[src/include/video_config.svh]
`ifndef VIDEO_CONFIG_SVH
`define VIDEO_CONFIG_SVH

// horizontal timing in pixels, visible part first
`define VID_H_VISIBLE       640
`define VID_H_FRONT         16
`define VID_H_SYNC          96
`define VID_H_TOTAL         800

// vertical timing in lines, visible part first
`define VID_V_VISIBLE       480
`define VID_V_FRONT         10
`define VID_V_SYNC          2
`define VID_V_TOTAL         525

`define VID_H_SYNC_POL      1'b0        // active low hsync
`define VID_V_SYNC_POL      1'b0        // active low vsync

// video half of the register map (bit 4 clear)
`define XR_VID_CTRL         5'h00
`define XR_SCANLINE         5'h03
`define XR_VID_LEFT         5'h04
`define XR_VID_RIGHT        5'h05
`define XR_VID_HSIZE        5'h08
`define XR_VID_VSIZE        5'h09

// playfield half of the register map (bit 4 set)
`define XR_PA_GFX_CTRL      5'h10
`define XR_PA_DISP_ADDR     5'h12
`define XR_PA_LINE_LEN      5'h13

`define RST_BORDER_COLOR    8'h08       // dark grey, shows the display is alive
`define RST_LINE_LEN        16'd80

`endif

[src/hw/video_pkg.sv]
`default_nettype none

package video_pkg;

    // register port data word
    typedef logic [15:0] word_t;

    // video memory word address (64K words)
    typedef logic [15:0] addr_t;

    // palette index driven to the colour lookup
    typedef logic [7:0] color_t;

    // pixel position within a line, covers the full line total
    typedef logic [9:0] hres_t;

    // line number within a frame, covers the full frame total
    typedef logic [9:0] vres_t;

    // register number on the register port
    typedef logic [4:0] reg_num_t;

    // phases of one line or one frame, in scan order
    typedef enum logic [1:0] {
        VISIBLE   = 2'b00,
        PRE_SYNC  = 2'b01,      // front porch
        SYNC      = 2'b10,
        POST_SYNC = 2'b11       // back porch
    } timing_state_t;

endpackage

`default_nettype wire

[src/hw/video_timing.sv]
`default_nettype none
`timescale 1ns/100ps

`include "video_config.svh"

module video_timing
    import video_pkg::*;
(
    input  wire logic       clk,
    input  wire logic       reset_i,
    output hres_t           h_count_o,
    output vres_t           v_count_o,
    output timing_state_t   h_state_next_o,
    output timing_state_t   v_state_next_o,
    output logic            v_visible_o,
    output logic            line_end_o,         // last visible pixel of a line
    output logic            frame_end_o         // last pixel of the frame
);

    timing_state_t  h_state;
    timing_state_t  v_state;
    timing_state_t  h_follow;                   // state after the current one
    timing_state_t  v_follow;
    hres_t          h_end;                      // last count of current h state
    vres_t          v_end;                      // last line of current v state
    logic           line_wrap;                  // last pixel of the whole line

    always_comb begin
        case (h_state)
            VISIBLE: begin
                h_end    = hres_t'(`VID_H_VISIBLE - 1);
                h_follow = PRE_SYNC;
            end
            PRE_SYNC: begin
                h_end    = hres_t'(`VID_H_VISIBLE + `VID_H_FRONT - 1);
                h_follow = SYNC;
            end
            SYNC: begin
                h_end    = hres_t'(`VID_H_VISIBLE + `VID_H_FRONT + `VID_H_SYNC - 1);
                h_follow = POST_SYNC;
            end
            default: begin
                h_end    = hres_t'(`VID_H_TOTAL - 1);
                h_follow = VISIBLE;
            end
        endcase
    end

    always_comb begin
        case (v_state)
            VISIBLE: begin
                v_end    = vres_t'(`VID_V_VISIBLE - 1);
                v_follow = PRE_SYNC;
            end
            PRE_SYNC: begin
                v_end    = vres_t'(`VID_V_VISIBLE + `VID_V_FRONT - 1);
                v_follow = SYNC;
            end
            SYNC: begin
                v_end    = vres_t'(`VID_V_VISIBLE + `VID_V_FRONT + `VID_V_SYNC - 1);
                v_follow = POST_SYNC;
            end
            default: begin
                v_end    = vres_t'(`VID_V_TOTAL - 1);
                v_follow = VISIBLE;
            end
        endcase
    end

    assign line_wrap      = (h_count_o == hres_t'(`VID_H_TOTAL - 1));
    assign h_state_next_o = (h_count_o == h_end) ? h_follow : h_state;
    assign v_state_next_o = (line_wrap && v_count_o == v_end) ? v_follow : v_state;

    assign v_visible_o = (v_state == VISIBLE);
    assign line_end_o  = (h_state == VISIBLE) && (h_state_next_o == PRE_SYNC);
    assign frame_end_o = line_wrap && (v_state == POST_SYNC) && (v_state_next_o == VISIBLE);

    always_ff @(posedge clk) begin
        if (reset_i) begin
            h_count_o <= '0;
            v_count_o <= '0;
            h_state   <= VISIBLE;
            v_state   <= VISIBLE;
        end else begin
            h_state <= h_state_next_o;
            v_state <= v_state_next_o;
            if (line_wrap) begin
                h_count_o <= '0;
                v_count_o <= frame_end_o ? vres_t'(0) : v_count_o + 1'b1;
            end else begin
                h_count_o <= h_count_o + 1'b1;
            end
        end
    end

    a_h_count_range: assert property (@(posedge clk) disable iff (reset_i)
        h_count_o < hres_t'(`VID_H_TOTAL))
        else $error("h_count passed the line total");

endmodule

`default_nettype wire

[src/hw/video_regs.sv]
`default_nettype none
`timescale 1ns/100ps

`include "video_config.svh"

module video_regs
    import video_pkg::*;
(
    input  wire logic       clk,
    input  wire logic       reset_i,
    input  wire logic       reg_wr_i,           // single cycle write strobe
    input  wire reg_num_t   reg_num_i,
    input  wire word_t      reg_data_i,
    output word_t           reg_data_o,         // readback of last cycle's reg_num_i
    input  wire logic [3:0] intr_status_i,      // pending interrupts, read only
    output logic [3:0]      intr_signal_o,
    input  wire logic       frame_vis_end_i,    // last visible pixel of the frame
    input  wire vres_t      v_count_i,
    input  wire logic       v_visible_i,
    output color_t          border_color_o,
    output hres_t           vid_left_o,
    output hres_t           vid_right_o,
    output logic            pa_blank_o,
    output color_t          pa_colorbase_o,
    output addr_t           pa_start_addr_o,
    output word_t           pa_line_len_o
);

    word_t  rd_vid_regs;                        // readback, registers with bit 4 clear
    word_t  rd_pf_regs;                         // readback, registers with bit 4 set

    always_ff @(posedge clk) begin
        if (reset_i) begin
            intr_signal_o   <= '0;
            border_color_o  <= `RST_BORDER_COLOR;
            vid_left_o      <= '0;
            vid_right_o     <= hres_t'(`VID_H_VISIBLE);    // window fully open
            pa_blank_o      <= 1'b1;                        // playfield starts blanked
            pa_colorbase_o  <= '0;
            pa_start_addr_o <= '0;
            pa_line_len_o   <= `RST_LINE_LEN;
        end else begin
            intr_signal_o <= '0;                // pulses last one cycle
            if (reg_wr_i) begin
                case (reg_num_i)
                    `XR_VID_CTRL: begin
                        border_color_o <= reg_data_i[15:8];
                        intr_signal_o  <= reg_data_i[3:0];  // software raised interrupts
                    end
                    `XR_VID_LEFT: begin
                        vid_left_o <= reg_data_i[9:0];
                    end
                    `XR_VID_RIGHT: begin
                        vid_right_o <= reg_data_i[9:0];
                    end
                    `XR_PA_GFX_CTRL: begin
                        pa_colorbase_o <= reg_data_i[15:8];
                        pa_blank_o     <= reg_data_i[7];
                    end
                    `XR_PA_DISP_ADDR: begin
                        pa_start_addr_o <= reg_data_i;
                    end
                    `XR_PA_LINE_LEN: begin
                        pa_line_len_o <= reg_data_i;
                    end
                    default: begin
                    end
                endcase
            end
            if (frame_vis_end_i) begin
                intr_signal_o[3] <= 1'b1;       // vertical blank interrupt
            end
        end
    end

    // video half of the readback
    always_comb begin
        case (reg_num_i[3:0])
            4'(`XR_VID_CTRL):   rd_vid_regs = {border_color_o, 4'b0000, intr_status_i};
            4'(`XR_SCANLINE):   rd_vid_regs = {~v_visible_i, 15'(v_count_i)};
            4'(`XR_VID_HSIZE):  rd_vid_regs = word_t'(`VID_H_VISIBLE);
            4'(`XR_VID_VSIZE):  rd_vid_regs = word_t'(`VID_V_VISIBLE);
            default:            rd_vid_regs = '0;
        endcase
    end

    // playfield half of the readback
    always_comb begin
        case (reg_num_i[3:0])
            4'(`XR_PA_GFX_CTRL):    rd_pf_regs = {pa_colorbase_o, pa_blank_o, 7'b0000000};
            4'(`XR_PA_DISP_ADDR):   rd_pf_regs = pa_start_addr_o;
            4'(`XR_PA_LINE_LEN):    rd_pf_regs = pa_line_len_o;
            default:                rd_pf_regs = '0;
        endcase
    end

    always_ff @(posedge clk) begin
        reg_data_o <= reg_num_i[4] ? rd_pf_regs : rd_vid_regs;
    end

    a_reg_num_known: assert property (@(posedge clk) disable iff (reset_i)
        reg_wr_i |-> !$isunknown(reg_num_i))
        else $error("register write with unknown register number");

endmodule

`default_nettype wire

[src/hw/bitmap_fetch.sv]
`default_nettype none
`timescale 1ns/100ps

`include "video_config.svh"

module bitmap_fetch
    import video_pkg::*;
(
    input  wire logic       clk,
    input  wire logic       reset_i,
    input  wire hres_t      h_count_i,
    input  wire logic       v_visible_i,
    input  wire logic       line_end_i,
    input  wire logic       frame_end_i,
    input  wire logic       h_visible_i,
    input  wire logic       pa_blank_i,
    input  wire addr_t      pa_start_addr_i,
    input  wire word_t      pa_line_len_i,      // stride in words
    output logic            vram_sel_o,
    output addr_t           vram_addr_o,
    output logic            byte_lo_o           // data at pixel_out belongs to odd pixel
);

    addr_t  line_addr;                          // first word of the current line

    // one word holds two 8-bit pixels, so fetch on even counts only
    assign vram_sel_o  = v_visible_i && h_visible_i && !h_count_i[0] && !pa_blank_i;
    assign vram_addr_o = line_addr + addr_t'(h_count_i[9:1]);

    always_ff @(posedge clk) begin
        if (reset_i) begin
            line_addr <= '0;
            byte_lo_o <= 1'b0;
        end else begin
            byte_lo_o <= h_count_i[0];          // follows the word into pixel_out
            if (frame_end_i) begin
                line_addr <= pa_start_addr_i;   // top of next frame
            end else if (line_end_i && v_visible_i) begin
                line_addr <= line_addr + pa_line_len_i;
            end
        end
    end

    a_sel_in_visible: assert property (@(posedge clk) disable iff (reset_i)
        vram_sel_o |-> (h_count_i < hres_t'(`VID_H_VISIBLE)) && v_visible_i)
        else $error("video memory read outside the visible area");

endmodule

`default_nettype wire

[src/hw/pixel_out.sv]
`default_nettype none
`timescale 1ns/100ps

`include "video_config.svh"

module pixel_out
    import video_pkg::*;
(
    input  wire logic           clk,
    input  wire logic           reset_i,
    input  wire word_t          vram_data_i,    // even pixel high byte, odd pixel low byte
    input  wire logic           byte_lo_i,
    input  wire hres_t          h_count_i,
    input  wire timing_state_t  h_state_next_i,
    input  wire timing_state_t  v_state_next_i,
    input  wire color_t         border_color_i,
    input  wire hres_t          vid_left_i,
    input  wire hres_t          vid_right_i,
    input  wire logic           pa_blank_i,
    input  wire color_t         pa_colorbase_i,
    output color_t              colorA_index_o,
    output logic                hsync_o,
    output logic                vsync_o,
    output logic                dv_de_o
);

    logic       in_window;                      // window test, aligned with the data
    logic       blank_d;                        // blank as seen by the fetch
    color_t     lo_byte;                        // odd pixel kept from the even cycle
    color_t     pix_index;
    logic [1:0] de_pipe;
    logic [1:0] hs_pipe;                        // 1 = sync active
    logic [1:0] vs_pipe;

    always_comb begin
        if (!in_window || blank_d) begin
            pix_index = border_color_i;
        end else if (byte_lo_i) begin
            pix_index = lo_byte ^ pa_colorbase_i;
        end else begin
            pix_index = vram_data_i[15:8] ^ pa_colorbase_i;
        end
    end

    always_ff @(posedge clk) begin
        in_window <= (h_count_i >= vid_left_i) && (h_count_i < vid_right_i);
        blank_d   <= pa_blank_i;
        if (!byte_lo_i) begin
            lo_byte <= vram_data_i[7:0];        // memory word is valid only this cycle
        end
    end

    // next states describe the following count, so three stages give two cycles of latency
    always_ff @(posedge clk) begin
        if (reset_i) begin
            de_pipe        <= '0;
            hs_pipe        <= '0;
            vs_pipe        <= '0;
            dv_de_o        <= 1'b0;
            hsync_o        <= ~`VID_H_SYNC_POL;
            vsync_o        <= ~`VID_V_SYNC_POL;
            colorA_index_o <= '0;
        end else begin
            de_pipe <= {de_pipe[0], (h_state_next_i == VISIBLE) && (v_state_next_i == VISIBLE)};
            hs_pipe <= {hs_pipe[0], h_state_next_i == SYNC};
            vs_pipe <= {vs_pipe[0], v_state_next_i == SYNC};
            dv_de_o <= de_pipe[1];
            hsync_o <= hs_pipe[1] ? `VID_H_SYNC_POL : ~`VID_H_SYNC_POL;
            vsync_o <= vs_pipe[1] ? `VID_V_SYNC_POL : ~`VID_V_SYNC_POL;
            colorA_index_o <= pix_index;
        end
    end

endmodule

`default_nettype wire

[src/hw/video_gen.sv]
`default_nettype none
`timescale 1ns/100ps

`include "video_config.svh"

module video_gen
    import video_pkg::*;
(
    input  wire logic       clk,
    input  wire logic       reset_i,
    input  wire logic       reg_wr_i,
    input  wire reg_num_t   reg_num_i,
    input  wire word_t      reg_data_i,
    output word_t           reg_data_o,
    input  wire logic [3:0] intr_status_i,
    output logic [3:0]      intr_signal_o,
    output logic            vram_sel_o,
    output addr_t           vram_addr_o,
    input  wire word_t      vram_data_i,
    output color_t          colorA_index_o,
    output logic            hsync_o,
    output logic            vsync_o,
    output logic            dv_de_o
);

    hres_t          h_count;
    vres_t          v_count;
    timing_state_t  h_state_next;
    timing_state_t  v_state_next;
    logic           v_visible;
    logic           h_visible;
    logic           line_end;
    logic           frame_end;
    logic           frame_vis_end;              // end of the last visible line
    logic           byte_lo;
    color_t         border_color;
    hres_t          vid_left;
    hres_t          vid_right;
    logic           pa_blank;
    color_t         pa_colorbase;
    addr_t          pa_start_addr;
    word_t          pa_line_len;

    assign h_visible     = (h_count < hres_t'(`VID_H_VISIBLE));
    assign frame_vis_end = line_end && (v_count == vres_t'(`VID_V_VISIBLE - 1));

    video_timing u_timing (
        .clk(clk), .reset_i(reset_i),
        .h_count_o(h_count), .v_count_o(v_count),
        .h_state_next_o(h_state_next), .v_state_next_o(v_state_next),
        .v_visible_o(v_visible), .line_end_o(line_end), .frame_end_o(frame_end)
    );

    video_regs u_regs (
        .clk(clk), .reset_i(reset_i),
        .reg_wr_i(reg_wr_i), .reg_num_i(reg_num_i),
        .reg_data_i(reg_data_i), .reg_data_o(reg_data_o),
        .intr_status_i(intr_status_i), .intr_signal_o(intr_signal_o),
        .frame_vis_end_i(frame_vis_end), .v_count_i(v_count), .v_visible_i(v_visible),
        .border_color_o(border_color), .vid_left_o(vid_left), .vid_right_o(vid_right),
        .pa_blank_o(pa_blank), .pa_colorbase_o(pa_colorbase),
        .pa_start_addr_o(pa_start_addr), .pa_line_len_o(pa_line_len)
    );

    bitmap_fetch u_fetch (
        .clk(clk), .reset_i(reset_i),
        .h_count_i(h_count), .v_visible_i(v_visible),
        .line_end_i(line_end), .frame_end_i(frame_end), .h_visible_i(h_visible),
        .pa_blank_i(pa_blank), .pa_start_addr_i(pa_start_addr), .pa_line_len_i(pa_line_len),
        .vram_sel_o(vram_sel_o), .vram_addr_o(vram_addr_o), .byte_lo_o(byte_lo)
    );

    pixel_out u_pixel (
        .clk(clk), .reset_i(reset_i),
        .vram_data_i(vram_data_i), .byte_lo_i(byte_lo), .h_count_i(h_count),
        .h_state_next_i(h_state_next), .v_state_next_i(v_state_next),
        .border_color_i(border_color), .vid_left_i(vid_left), .vid_right_i(vid_right),
        .pa_blank_i(pa_blank), .pa_colorbase_i(pa_colorbase),
        .colorA_index_o(colorA_index_o), .hsync_o(hsync_o), .vsync_o(vsync_o),
        .dv_de_o(dv_de_o)
    );

endmodule

`default_nettype wire

[config.mk]
export PLATFORM = sky130hd
export DESIGN_NAME = video_gen
export DESIGN_NICKNAME = d
export VERILOG_FILES = /design/src/hw/video_pkg.sv /design/src/hw/video_timing.sv /design/src/hw/video_regs.sv /design/src/hw/bitmap_fetch.sv /design/src/hw/pixel_out.sv /design/src/hw/video_gen.sv
export VERILOG_INCLUDE_DIRS = /design/src /design/src/include
export SDC_FILE = /design/constraint.sdc
export NUM_CORES = 1
export LEC_CHECK = 0
export ABC_AREA = 0
export BUFFER_PORTS_ARGS = -buffer_cell sky130_fd_sc_hd__buf_2
export CORE_MARGIN = 2
export CORE_UTILIZATION = 50
export DETAILED_ROUTE_END_ITERATION = 10
export PLACE_DENSITY = 0.7
export SLEW_MARGIN = 20
export SYNTH_ARGS = -nofsm -noshare
export SYNTH_HDL_FRONTEND = slang
export SYNTH_SLANG_ARGS = --single-unit
[constraint.sdc]
create_clock -name clk -period 4.9 [get_ports clk]
set_input_delay 0.98 -clock clk [delete_from_list [all_inputs] [get_ports clk]]
set_output_delay 0.98 -clock clk [all_outputs]
set_load 0.01 [all_outputs]
After elaboration in Yosys (flattened, before gate mapping) --
Cells that the tools add are included.
Operators by class: $add $sub $neg 4, order comparisons 3, eq/ne operators 21, multiplexer cells 19, bitwise operators 5, reduce and logical (&&, ||, !) cells 30
Operators with widths (number):
- $pmux 16 s4 | 1
- $mux 16 | 3
- $pmux 16 s3 | 1
- $pmux 10 s3 | 1
- $pmux 9 s3 | 1
- $add 10x1->10 const B | 2
- $eq 10x10->1 | 2
- $add 16x16->16 | 1
- $add 16x9->16 | 1
- $mux 8 | 2
- $xor 8x8->8 | 2
- $eq 5x5->1 const B | 3
- $pmux 2 s3 | 2
- $reduce_and 2->1 | 6
- $logic_and 1x1->1 | 11
- $eq 10x10->1 const B | 1
- $eq 10x9->1 const B | 1
- $eq 2x2->1 const B | 5
- $eq 5x3->1 const B | 2
- $ge 10x10->1 | 1
- $lt 10x10->1 | 1
- $lt 10x10->1 const B | 1
- $mux 10 | 1
- $eq 4x2->1 const B | 2
- other kinds (14) | 28
Word-level totals: flip-flop bits (word level) 157, bits of input ports 44, output and inout port bits 48, word-level logic and storage cells 108

Longest topological paths before layout --
Gate-level depths: netlist of run 1.
word-level depth 9, depth in mapped cells 10, gate-level depth less buffers 9

By module --
From an unflattened synthesis of run 1, not the netlist that was laid out.
Second synthesis, totals: cell total of the unflattened synthesis 979, area, all modules 8343.0 um2
Modules (own cells, without submodules):
- video_regs | times used 1, cells an instance 406, area an instance 3454.6 um2, sequential area each 1781.7 um2
- bitmap_fetch | times used 1, cells an instance 253, area an instance 1951.9 um2, sequential area each 340.3 um2
- video_timing | times used 1, cells an instance 167, area an instance 1465.2 um2, sequential area each 480.5 um2
- pixel_out | times used 1, cells an instance 148, area an instance 1433.9 um2, sequential area each 620.6 um2
- video_gen | times used 1, cells an instance 5, area an instance 37.5 um2, sequential area each 0.0 um2

Worst setup path before layout of run 1 --
OpenSTA, ideal clock, no wires.
kind flip-flop to output port, start point register u_timing.h_count_o[1], end point output vram_addr_o[10], data arrival time 2.166 ns, required time 3.920 ns, path slack 1.754 ns, stages on the path, launching flop included 10, buffers on the path 0, cells stage by stage dfxtp_1 -> ha_1 -> fa_1 -> a21o_1 -> a21oi_1 -> o21bai_1 -> a211oi_1 -> o31a_1 -> nand2b_1 -> xnor2_1
On the way: longest elaborated chain between the ends 1
RTL lines:
- start: declaration | line video_timing.sv:11 | output hres_t h_count_o,
- start signal: assignment | line video_timing.sv:91 | h_count_o <= h_count_o + 1'b1;
- $add 16x9->16 | line bitmap_fetch.sv:28 | assign vram_addr_o = line_addr + addr_t'(h_count_i[9:1]);
- end: declaration | line video_gen.sv:18 | output addr_t vram_addr_o,
Every way passes these cells.

Worst setup path in the final report of run 1 --
Same ends and word-level chain as after synthesis.

==> reports/results.ini, run 1 <==
[status]
status = completed

[global_route]
gr-total-overflow = 0
grt_util_all_layers = 0.2428
antenna_found_initial = 3
grt_pass1_vias = 6297
grt_max_degree = 53
grt_pass1_wl_um = 33620

[cells_and_area]
area_growth_pct = 14.01
mostFrequentLayoutCells = dfxtp_1, nand2_1, nor2_1, a21oi_1, buf_2
fin_nets = 1119
drive_gt1_frac = 0.1460
fin_area_sq_um = 9336
fillers = 1476
final_common_cell = dfxtp_1

[synthesis]
synth_seq_cells = 157
avgSynthCellArea_sq_um = 8.584
synth_compound_area_frac = 0.1678
yosys.area_share.simple = 0.1966
asyncSetResetFlopFracSynth = 0
synthTopCellsByArea = dfxtp_1, ha_1, a21oi_1
synth_area_sq_um = 8189
yosys.area.top_type = dfxtp_1
synth_mux_area_frac = 0.06050
syn_inst = 954
yosysTopAreaCellShare = 0.3642
yosys_warnings = 0
synth_fa_ha_area_frac = 0.08434
synth_flop_cell = dfxtp_1
synth_xor_area_frac = 0.05561
seq_area_frac_synth = 0.3936
synth_top_family_by_area = simple AND/OR/NAND/NOR gates
synth_edf_count = 8
synth_cell_type_count = 63
syn_nets = 1052

[placed_design]
postPlaceCellArea_sq_um = 8748
dp_hpwl_um = 15320
numPortBuffers = 91
routabilityCongestion = 0.9006

[detailed_routing]
vias_per_cell = 5.595
drtAntennaViolNets = 0
drt_iter0_markers = 687
wl_um = 21070
drc = 0
first_pass_iters = 5
via_count = 7005
wl_per_cell_um = 16.83

[setup_path]
r2r_start = u_timing.h_count_o[1]
reg2regPathDepth = 8
start_kind = register
timing.rr.end = u_fetch.line_addr[8]
endpoint_kind = output pin
cp.required_ns = 3.92
path_class = reg2out
critical_path.max_fanout = 6
crit_arrival_ns = 3.03
rrSetupSlack_ns = 1.64

[floorplan]
io-pin-count = 92
die_h_um = 132.0
core_sq_um = 15940
die_w_um = 132.0
rows = 46
start_util = 0.5137
dieArea_sq_um = 17420

[cts]
cts_tree = done
post_cts_buffers = 0
cts_buffers = 17
cts.sinks = 157
cts_hold_buf = 0
clk_pin_slew_ns = 0.06
htree_levels = 4
cts_resized = 0
worstSkewPairLatency_ns = 0.44
cts.path.max_buffers = 2
cts_root_buffer = clkbuf_16

[timing]
setup-tns-final_ns = 0
finalHoldViolCount = 0
setup_viol = 0
rsz0062_at_grt = no
tightestPinTransition_ns = 0.7468
max_freq_mhz = 249.5
fin_crit_ns = 4.009
post-route-period-util = 0.8181
finalClockSkew_ns = 0.007682
slew_headroom = 0.4969
finalMaxSlewViolations = 0

[worst_hold_path]
hold_end = u_pixel.hsync_o
worstHoldStart = u_pixel.hs_pipe[1]
hold_path_class = reg2reg
hold_path_depth = 1

[power]
ir_drop_mv = 0.2384
leakage_nw = 4.101
p_per_area_nw_per_um2 = 295.9

[job]
drv_cap = 0

-- registers in the layout, indices dropped and copies added (netlist names), 2 cells and up --
register                count
u_pixel.hs_pipe             2
u_regs.pa_line_len_o       16
u_pixel.de_pipe             2
u_regs.intr_signal_o        4
u_pixel.lo_byte             8
u_timing.h_count_o         10
u_regs.reg_data_o          16
u_timing.v_state            2
u_timing.h_state            2
u_regs.border_color_o       8
u_regs.pa_start_addr_o     16
u_regs.pa_colorbase_o       8
u_pixel.vs_pipe             2
u_fetch.line_addr          16
u_regs.vid_right_o         10
u_regs.vid_left_o          10
u_pixel.colorA_index_o      8
u_timing.v_count_o         10
-- how the worst max path moves through the flow --
stage                                from  slack, ns              end  cells past startpoint
floorplan           u_timing.h_count_o[1]       1.75  vram_addr_o[10]                      9
global placement    u_timing.h_count_o[1]       1.43  vram_addr_o[10]                     10
detailed placement  u_timing.h_count_o[1]       1.37  vram_addr_o[10]                     10
CTS                 u_timing.h_count_o[1]       0.89  vram_addr_o[10]                     10
global route        u_timing.h_count_o[1]       0.74  vram_addr_o[12]                     10
finish              u_timing.h_count_o[1]       0.89  vram_addr_o[10]                     10
-- where the power goes --
group / switching [W] / internal [W] / leakage [nW]
clock: 0.000548 / 0.000763 / 0.286
combinational: 0.0000860 / 0.0000488 / 2.53
sequential: 0.0000133 / 0.00130 / 1.29
total: 0.000647 / 0.00212 / 4.10
-- cell families after synthesis --
family / Yosys count
XOR/XNOR: 52
buffers and inverters: 82
multiplexers: 49
AND/OR/NAND/NOR: 345
flip-flops: 157
AO/OA/AOI/OAI: 215
adder cells (fa/ha/maj): 54
-- area by class of cell --
| cell class | count | area, sq um | share of cell area |
|---|---|---|---|
| Multi-Input combinational cell | 715 | 4632 | 0.4961 |
| Sequential cell | 157 | 3223 | 0.3452 |
| Timing Repair Buffer | 96 | 495.5 | 0.05307 |
| Clock buffer | 18 | 439.2 | 0.04704 |
| Tap cell | 216 | 270.3 | 0.02895 |
| Clock inverter | 14 | 143.9 | 0.01541 |
| Inverter | 34 | 127.6 | 0.01367 |
| Antenna cell | 2 | 5.005 | 0.0005360 |
-- metrics by stage --
stage	util	hold WS [ns]	setup WS, ns	std cells	power [W]
4_1_cts	0.5853	0.3850	0.8870	1250	0.002775
5_1_grt	0.5855	0.3904	0.7450	1251	0.002853
6_report	0.5856	0.3812	0.8915	1252	0.002763
3_3_place_gp	0.5487	0.3657	1.426	1218	0.001477
3_5_place_dp	0.5487	0.3705	1.369	1218	0.001479
2_1_floorplan	-	0.3517	1.754	954	0.001423
-- routing by layer --
layer / global-route usage / wire (um) / vias to the layer above
met5: 0 / 13 / -
met4: 0.08998 / 470 / 2
met3: 0.05575 / 1690 / 42
met2: 0.3461 / 8773 / 278
met1: 0.3558 / 10130 / 3215
li1: - / - / 3468
-- cell usage after synthesis, types with 5 or more instances --
| cell type | count |
|---|---|
| dfxtp_1 | 149 |
| nand2_1 | 129 |
| nor2_1 | 110 |
| a21oi_1 | 102 |
| ha_1 | 52 |
| mux2i_1 | 48 |
| clkbuf_1 | 35 |
| inv_1 | 34 |
| xor2_1 | 32 |
| nand3_1 | 30 |
| xnor2_1 | 20 |
| o21ai_0 | 18 |
| a21o_1 | 13 |
| and3_1 | 13 |
| a211oi_2 | 12 |
| a22oi_1 | 12 |
| a211oi_1 | 9 |
| nor3_1 | 9 |
| and2_1 | 8 |
| edfxtp_1 | 8 |
| nand2b_1 | 7 |
| o22ai_1 | 7 |
| o21ai_1 | 6 |
| a31oi_1 | 5 |
| buf_2 | 5 |
| nand4_1 | 5 |
| nor2b_1 | 5 |
| o21a_1 | 5 |
-- critical path, stage by stage (launching register included) --
cell	delay [ns]
dfxtp_1	0.38
ha_1	0.28
fa_1	0.40
a21o_1	0.20
a21oi_1	0.25
o21bai_1	0.12
a211oi_1	0.35
o31a_1	0.23
nand2b_1	0.13
xnor2_1	0.11
buf_2	0.14
(Power assumes the default switching activity.)
==> run 2, diff against run 1 <==
ABC_AREA = 1   (was 0)
clock period = 4.1 ns   (was 4.9 ns; I/O delays follow)
==> reports/results.ini, run 2 <==
[setup_path]
path_buf_inv = 1  ; unchanged
path_class = reg2out
start_kind = register
crit_arrival_ns = 2.69  ; -0.34 ns
critical_path.max_fanout = 5  ; -1
endpoint_kind = output pin
cp.required_ns = 3.28  ; -0.64 ns
critPathMaxStageDelay_ns = 0.41  ; about the same
cp_slowest_cell = fa_1
path_common_cell = nand2_1
crit_family = adder cells
crit_chain = ha_1, fa_1, nand3_1, nand3_1, nand2_1, nand2_1, a21oi_1, o21ai_0, nand2_1, nand2_1, nand2_1, xnor2_1, buf_2

[synthesis]
synth_top_family_by_area = simple AND/OR/NAND/NOR gates
synth_fa_ha_area_frac = 0.08293  ; -0.001406
synth_compound_area_frac = 0.1656  ; -0.002197
avgSynthCellArea_sq_um = 7.363  ; -14%
synth_cell_type_count = 50  ; -21%
synthTopCellsByArea = dfxtp_1, nand2_1, ha_1
synth_edf_count = 8  ; unchanged
synth_xor_area_frac = 0.03576  ; -0.01986
yosysTopAreaCellShare = 0.3582  ; -0.006074
asyncSetResetFlopFracSynth = 0  ; unchanged
syn_nets = 1229  ; +17%
seq_area_frac_synth = 0.3870  ; -0.006564
yosysMostFrequentCell = nand2_1
yosys_warnings = 0  ; unchanged
synth_flop_cell = dfxtp_1
yosys.area_share.simple = 0.2285  ; +0.03188
syn_inst = 1131  ; +19%
synth_mux_area_frac = 0.009615  ; -0.05089
synth_seq_cells = 157  ; unchanged
synthTopCellsByCount = nand2_1, dfxtp_1, inv_1, a21oi_1, nand3_1
yosys.area.top_type = dfxtp_1
synth_area_sq_um = 8328  ; +1.7%

[cts]
cts.sinks = 157  ; unchanged
post_cts_buffers = 0  ; unchanged
worstSkewPairLatency_ns = 0.43  ; about the same
cts_hold_buf = 0  ; unchanged
cts_buffers = 17  ; unchanged
cts.path.max_buffers = 2  ; unchanged
cts_tree = done
clk_pin_slew_ns = 0.06  ; about the same
cts_resized = 0  ; unchanged
cts_root_buffer = clkbuf_16
htree_levels = 4  ; unchanged

[timing]
whs_ns = 0.3667  ; -0.01450 ns
tightestPinTransition_ns = 0.7710  ; +0.02419 ns
finalHoldViolCount = 0  ; unchanged
max_freq_mhz = 284.6
rsz0062_at_grt = no
setup_viol = 0  ; unchanged
post-route-period-util = 0.8569
fin_crit_ns = 3.513
finalMaxSlewViolations = 0  ; unchanged
setup-tns-final_ns = 0  ; unchanged
slew_headroom = 0.4845  ; -0.01240
finalClockSkew_ns = 0.01186  ; +0.004176 ns

[detailed_routing]
via_count = 7760  ; +11%
wl_per_cell_um = 15.88  ; -5.7%
drt_iter0_markers = 837  ; +22%
drc = 0  ; unchanged
wl_um = 22910  ; +8.7%
vias_per_cell = 5.378  ; -3.9%
drtAntennaViolNets = 0  ; unchanged
first_pass_iters = 5  ; unchanged

[cells_and_area]
drive_gt1_frac = 0.1292  ; -0.01684
final_common_cell = nand2_1
fin_area_sq_um = 9543  ; +2.2%
n_antenna_cell = 0  ; -2
area_growth_pct = 14.59
mostFrequentLayoutCells = nand2_1, dfxtp_1, inv_1, a21oi_1
final_cells = 1443  ; +15%
fin_nets = 1308  ; +17%

[global_route]
grt_pass1_vias = 6765  ; +7.4%
antenna_found_initial = 0  ; -3
grt_util_all_layers = 0.2616  ; +0.01881
grt_pass1_wl_um = 36250  ; +7.8%
grt_max_degree = 57  ; +7.5%
gr-total-overflow = 0  ; unchanged

[floorplan]
io-pin-count = 92  ; unchanged
dieArea_sq_um = 17710  ; +1.7%
core_sq_um = 16410  ; +2.9%
die_w_um = 133.1  ; +0.82%
die_h_um = 133.1  ; +0.82%
start_util = 0.5076  ; -0.006068
rows = 47  ; +2.2%

[placed_design]
postPlaceCellArea_sq_um = 8934  ; +2.1%
post-place-cells = 1411  ; +16%
dp_hpwl_um = 17260  ; +13%
routabilityCongestion = 0.9619  ; +6.8%
numPortBuffers = 91  ; unchanged

[status]
status = completed

[power]
leakage_nw = 4.345  ; +6.0%
p_per_area_nw_per_um2 = 354.1  ; +20%
finalPower_w = 0.003379  ; +22%
ir_drop_mv = 0.3034  ; +27%

[worst_hold_path]
hold_path_class = reg2reg

[job]
drv_cap = 0  ; unchanged

[run 2: cell count changes after synthesis, moves of 13 or more]
cell / change
nor2_1: -26
inv_1: +114
nand3_1: +61
mux2i_1: -40
nand2_1: +72
o22ai_1: +13
a21oi_1: +16
o21ai_0: +71
[run 2: layout make-up]
class | count | area [sq um]
multi-input cells | 781 | 4350
fillers | 1551 | 6864
inverters | 157 | 591.8
flip-flops and latches | 157 | 3223
clock inverters | 12 | 162.7
clock buffers | 20 | 446.7
well taps | 220 | 275.3
repair buffers | 96 | 493.0
[run 2: where the power goes]
part	switching, W	total [W]	leakage [nW]	internal, W
clock	0.000647	0.00163	0.291	0.000980
combinational	0.000116	0.000174	2.77	0.0000581
sequential	0.0000148	0.00158	1.29	0.00156
[run 2: final timing paths]
check | depth (start not counted) | slack, ns | end | start
worst max-delay path | 13 | 0.59 | vram_addr_o[10] | u_timing.h_count_o[1]
worst min-delay path | 1 | 0.37 | u_pixel.hsync_o | u_pixel.hs_pipe[1]
worst max register to register | 11 | 1.39 | u_fetch.line_addr[9] | u_timing.h_count_o[0]
worst min register to register | 1 | 0.37 | u_pixel.hsync_o | u_pixel.hs_pipe[1]
[run 2: cells by family (layout without fill, tap and decap cells)]
group,count (synthesis),count (layout)
AOI/OAI and AO/OA,259,259
xor gates and xnor gates,34,34
adders and majority gates,54,54
buffers and inverters,193,285
DFF,157,157
muxes,8,8
and+or+nand+nor,426,426
[run 2: per-layer routing]
layer / track usage / vias up / wire (um)
met1: 0.3816 / 3537 / 10860
met5: 0 / - / 0
li1: - / 3905 / -
met4: 0.06392 / 0 / 312
met2: 0.4021 / 293 / 10070
met3: 0.04559 / 25 / 1670
[run 2: stage by stage]
stage	setup slack, ns	utilization
final	0.5867	0.5816
after global routing	0.3355	0.5816
after CTS	0.5687	0.5816
after detailed placement	1.027	0.5445
after global placement	1.124	0.5445
after floorplan	1.348	-
==> run 3, diff against run 2 <==
MAX_ROUTING_LAYER = met4   (was unset)
REMOVE_ABC_BUFFERS = 1   (was unset)
==> reports/results.ini, run 3 (synthesis gave the netlist of run 2 again) <==
[placed_design]
dp_hpwl_um = 16760  ; -2.9%
numPortBuffers = 91  ; unchanged
routabilityCongestion = 0.9620  ; about the same
dp_slack_ns = 0.9723  ; -0.05424 ns
post-place-cells = 1412  ; +0.071%

[detailed_routing]
wl_met1_um = 10770  ; -0.84%
wl_per_cell_um = 15.84  ; -0.24%
dr_wl_met3_um = 1524  ; -8.7%
met2_length_um = 10110  ; +0.42%
drc = 0  ; unchanged
wl_um = 22870  ; -0.17%
via_count = 7755  ; -0.064%
routed.top_layer = met4
drt_iter0_markers = 852  ; +1.8%
first_pass_iters = 5  ; unchanged
drtAntennaViolNets = 0  ; unchanged
vias_per_cell = 5.370  ; -0.13%

[power]
leakage_nw = 4.344  ; about the same
ir_drop_mv = 0.2995  ; -1.3%
p_per_area_nw_per_um2 = 354.1  ; about the same
finalPower_w = 0.003378  ; about the same

[timing]
rsz0062_at_grt = no
worst_slack_ns = 0.5059  ; -0.08080 ns
finalHoldViolCount = 0  ; unchanged
finalClockSkew_ns = 0.009723  ; -0.002135 ns
setup-tns-final_ns = 0  ; unchanged
setup_viol = 0  ; unchanged
finalMaxSlewViolations = 0  ; unchanged
whs_ns = 0.3715  ; +0.004806 ns
fin_crit_ns = 3.594  ; +0.08080 ns
post-route-period-util = 0.8766  ; +0.01971
max_freq_mhz = 278.2  ; -2.2%
slew_headroom = 0.4559  ; -0.02855
tightestPinTransition_ns = 0.8137  ; +0.04269 ns

[global_route]
grt_max_degree = 44  ; -23%
grt_pass1_vias = 7177  ; +6.1%
antenna_found_initial = 0  ; unchanged
grt_pass1_wl_um = 37300  ; +2.9%
gr-total-overflow = 0  ; unchanged
grt_util_all_layers = 0.2751  ; +0.01351

[cts]
post_cts_buffers = 0  ; unchanged
cts.path.max_buffers = 2  ; unchanged
cts_tree = done
cts_resized = 0  ; unchanged
cts_hold_buf = 0  ; unchanged
htree_levels = 4  ; unchanged
clk_pin_slew_ns = 0.06  ; about the same
cts.sinks = 157  ; unchanged
cts_root_buffer = clkbuf_16
worstSkewPairLatency_ns = 0.43  ; about the same
cts_buffers = 17  ; unchanged

[floorplan]
die_w_um = 133.1  ; unchanged
io-pin-count = 92  ; unchanged
start_util = 0.5076  ; unchanged
dieArea_sq_um = 17710  ; unchanged
rows = 47  ; unchanged
core_sq_um = 16410  ; unchanged
die_h_um = 133.1  ; unchanged

[setup_path]
crit_arrival_ns = 2.77  ; +0.08 ns
endpoint_kind = output pin
critical_path.max_fanout = 5  ; unchanged
cp.required_ns = 3.28  ; about the same
path_class = reg2out
start_kind = register

[cells_and_area]
n_antenna_cell = 0  ; unchanged
area_growth_pct = 14.54  ; about the same
drive_gt1_frac = 0.1299  ; +0.0007114
final_common_cell = nand2_1
fin_nets = 1309  ; +0.076%
final_cells = 1444  ; +0.069%
mostFrequentLayoutCells = nand2_1, dfxtp_1, inv_1, a21oi_1

[worst_hold_path]
hold_path_class = reg2reg

[status]
status = completed

[job]
drv_cap = 0  ; unchanged

==> run 3: cell type report <==
class | count | area [sq um]
fill | 1547 | 6868
sequential | 157 | 3223
inverter | 157 | 591.8
clock inverter | 13 | 165.2
tap | 220 | 275.3
timing repair buffer | 97 | 500.5
clock buffer | 19 | 432.9
multi-input combinational | 781 | 4350
==> run 3: routing by layer <==
layer | vias to the layer above | global-route usage
li1 | 3907 | -
met1 | 3532 | 0.3737
met2 | 283 | 0.4157
met4 | 0 | 0.08602
met5 | - | -
met3 | 33 | 0.05172
==> run 3: final timing paths <==
check                                      startpoint                    to  slack, ns  cells after the start
worst max-delay path            u_timing.h_count_o[1]       vram_addr_o[10]       0.51                     13
worst min-delay path               u_pixel.vs_pipe[1]       u_pixel.vsync_o       0.37                      1
worst max register to register  u_timing.h_count_o[1]  u_fetch.line_addr[9]       1.20                     10
worst min register to register     u_pixel.vs_pipe[1]       u_pixel.vsync_o       0.37                      1
==> run 3: metrics by stage <==
| step | instance area [sq um] | util |
|---|---|---|
| after floorplan | 8165 | - |
| after global routing | 9539 | 0.5814 |
| after global placement | 8941 | 0.5450 |
| final | 9539 | 0.5814 |
| after detailed placement | 8941 | 0.5450 |
| after CTS | 9539 | 0.5814 |
==> run 3: worst max-delay path, cell delays in order, from the launching register on <==
cell and delay [ns]:
dfxtp_1 0.37, ha_1 0.26, fa_1 0.42, nand3_1 0.10, nand3_1 0.11, nand2_1 0.08
nand2_1 0.05, a21oi_1 0.27, o21ai_0 0.18, nand2_1 0.09, nand2_1 0.07, nand2_1 0.09
xnor2_1 0.12, buf_2 0.15
==> run 3: report_power, final <==
group	internal (W)	total [W]	switching [W]
registers	0.00156	0.00158	0.0000164
logic	0.0000593	0.000172	0.000113
clock network	0.000963	0.00163	0.000664
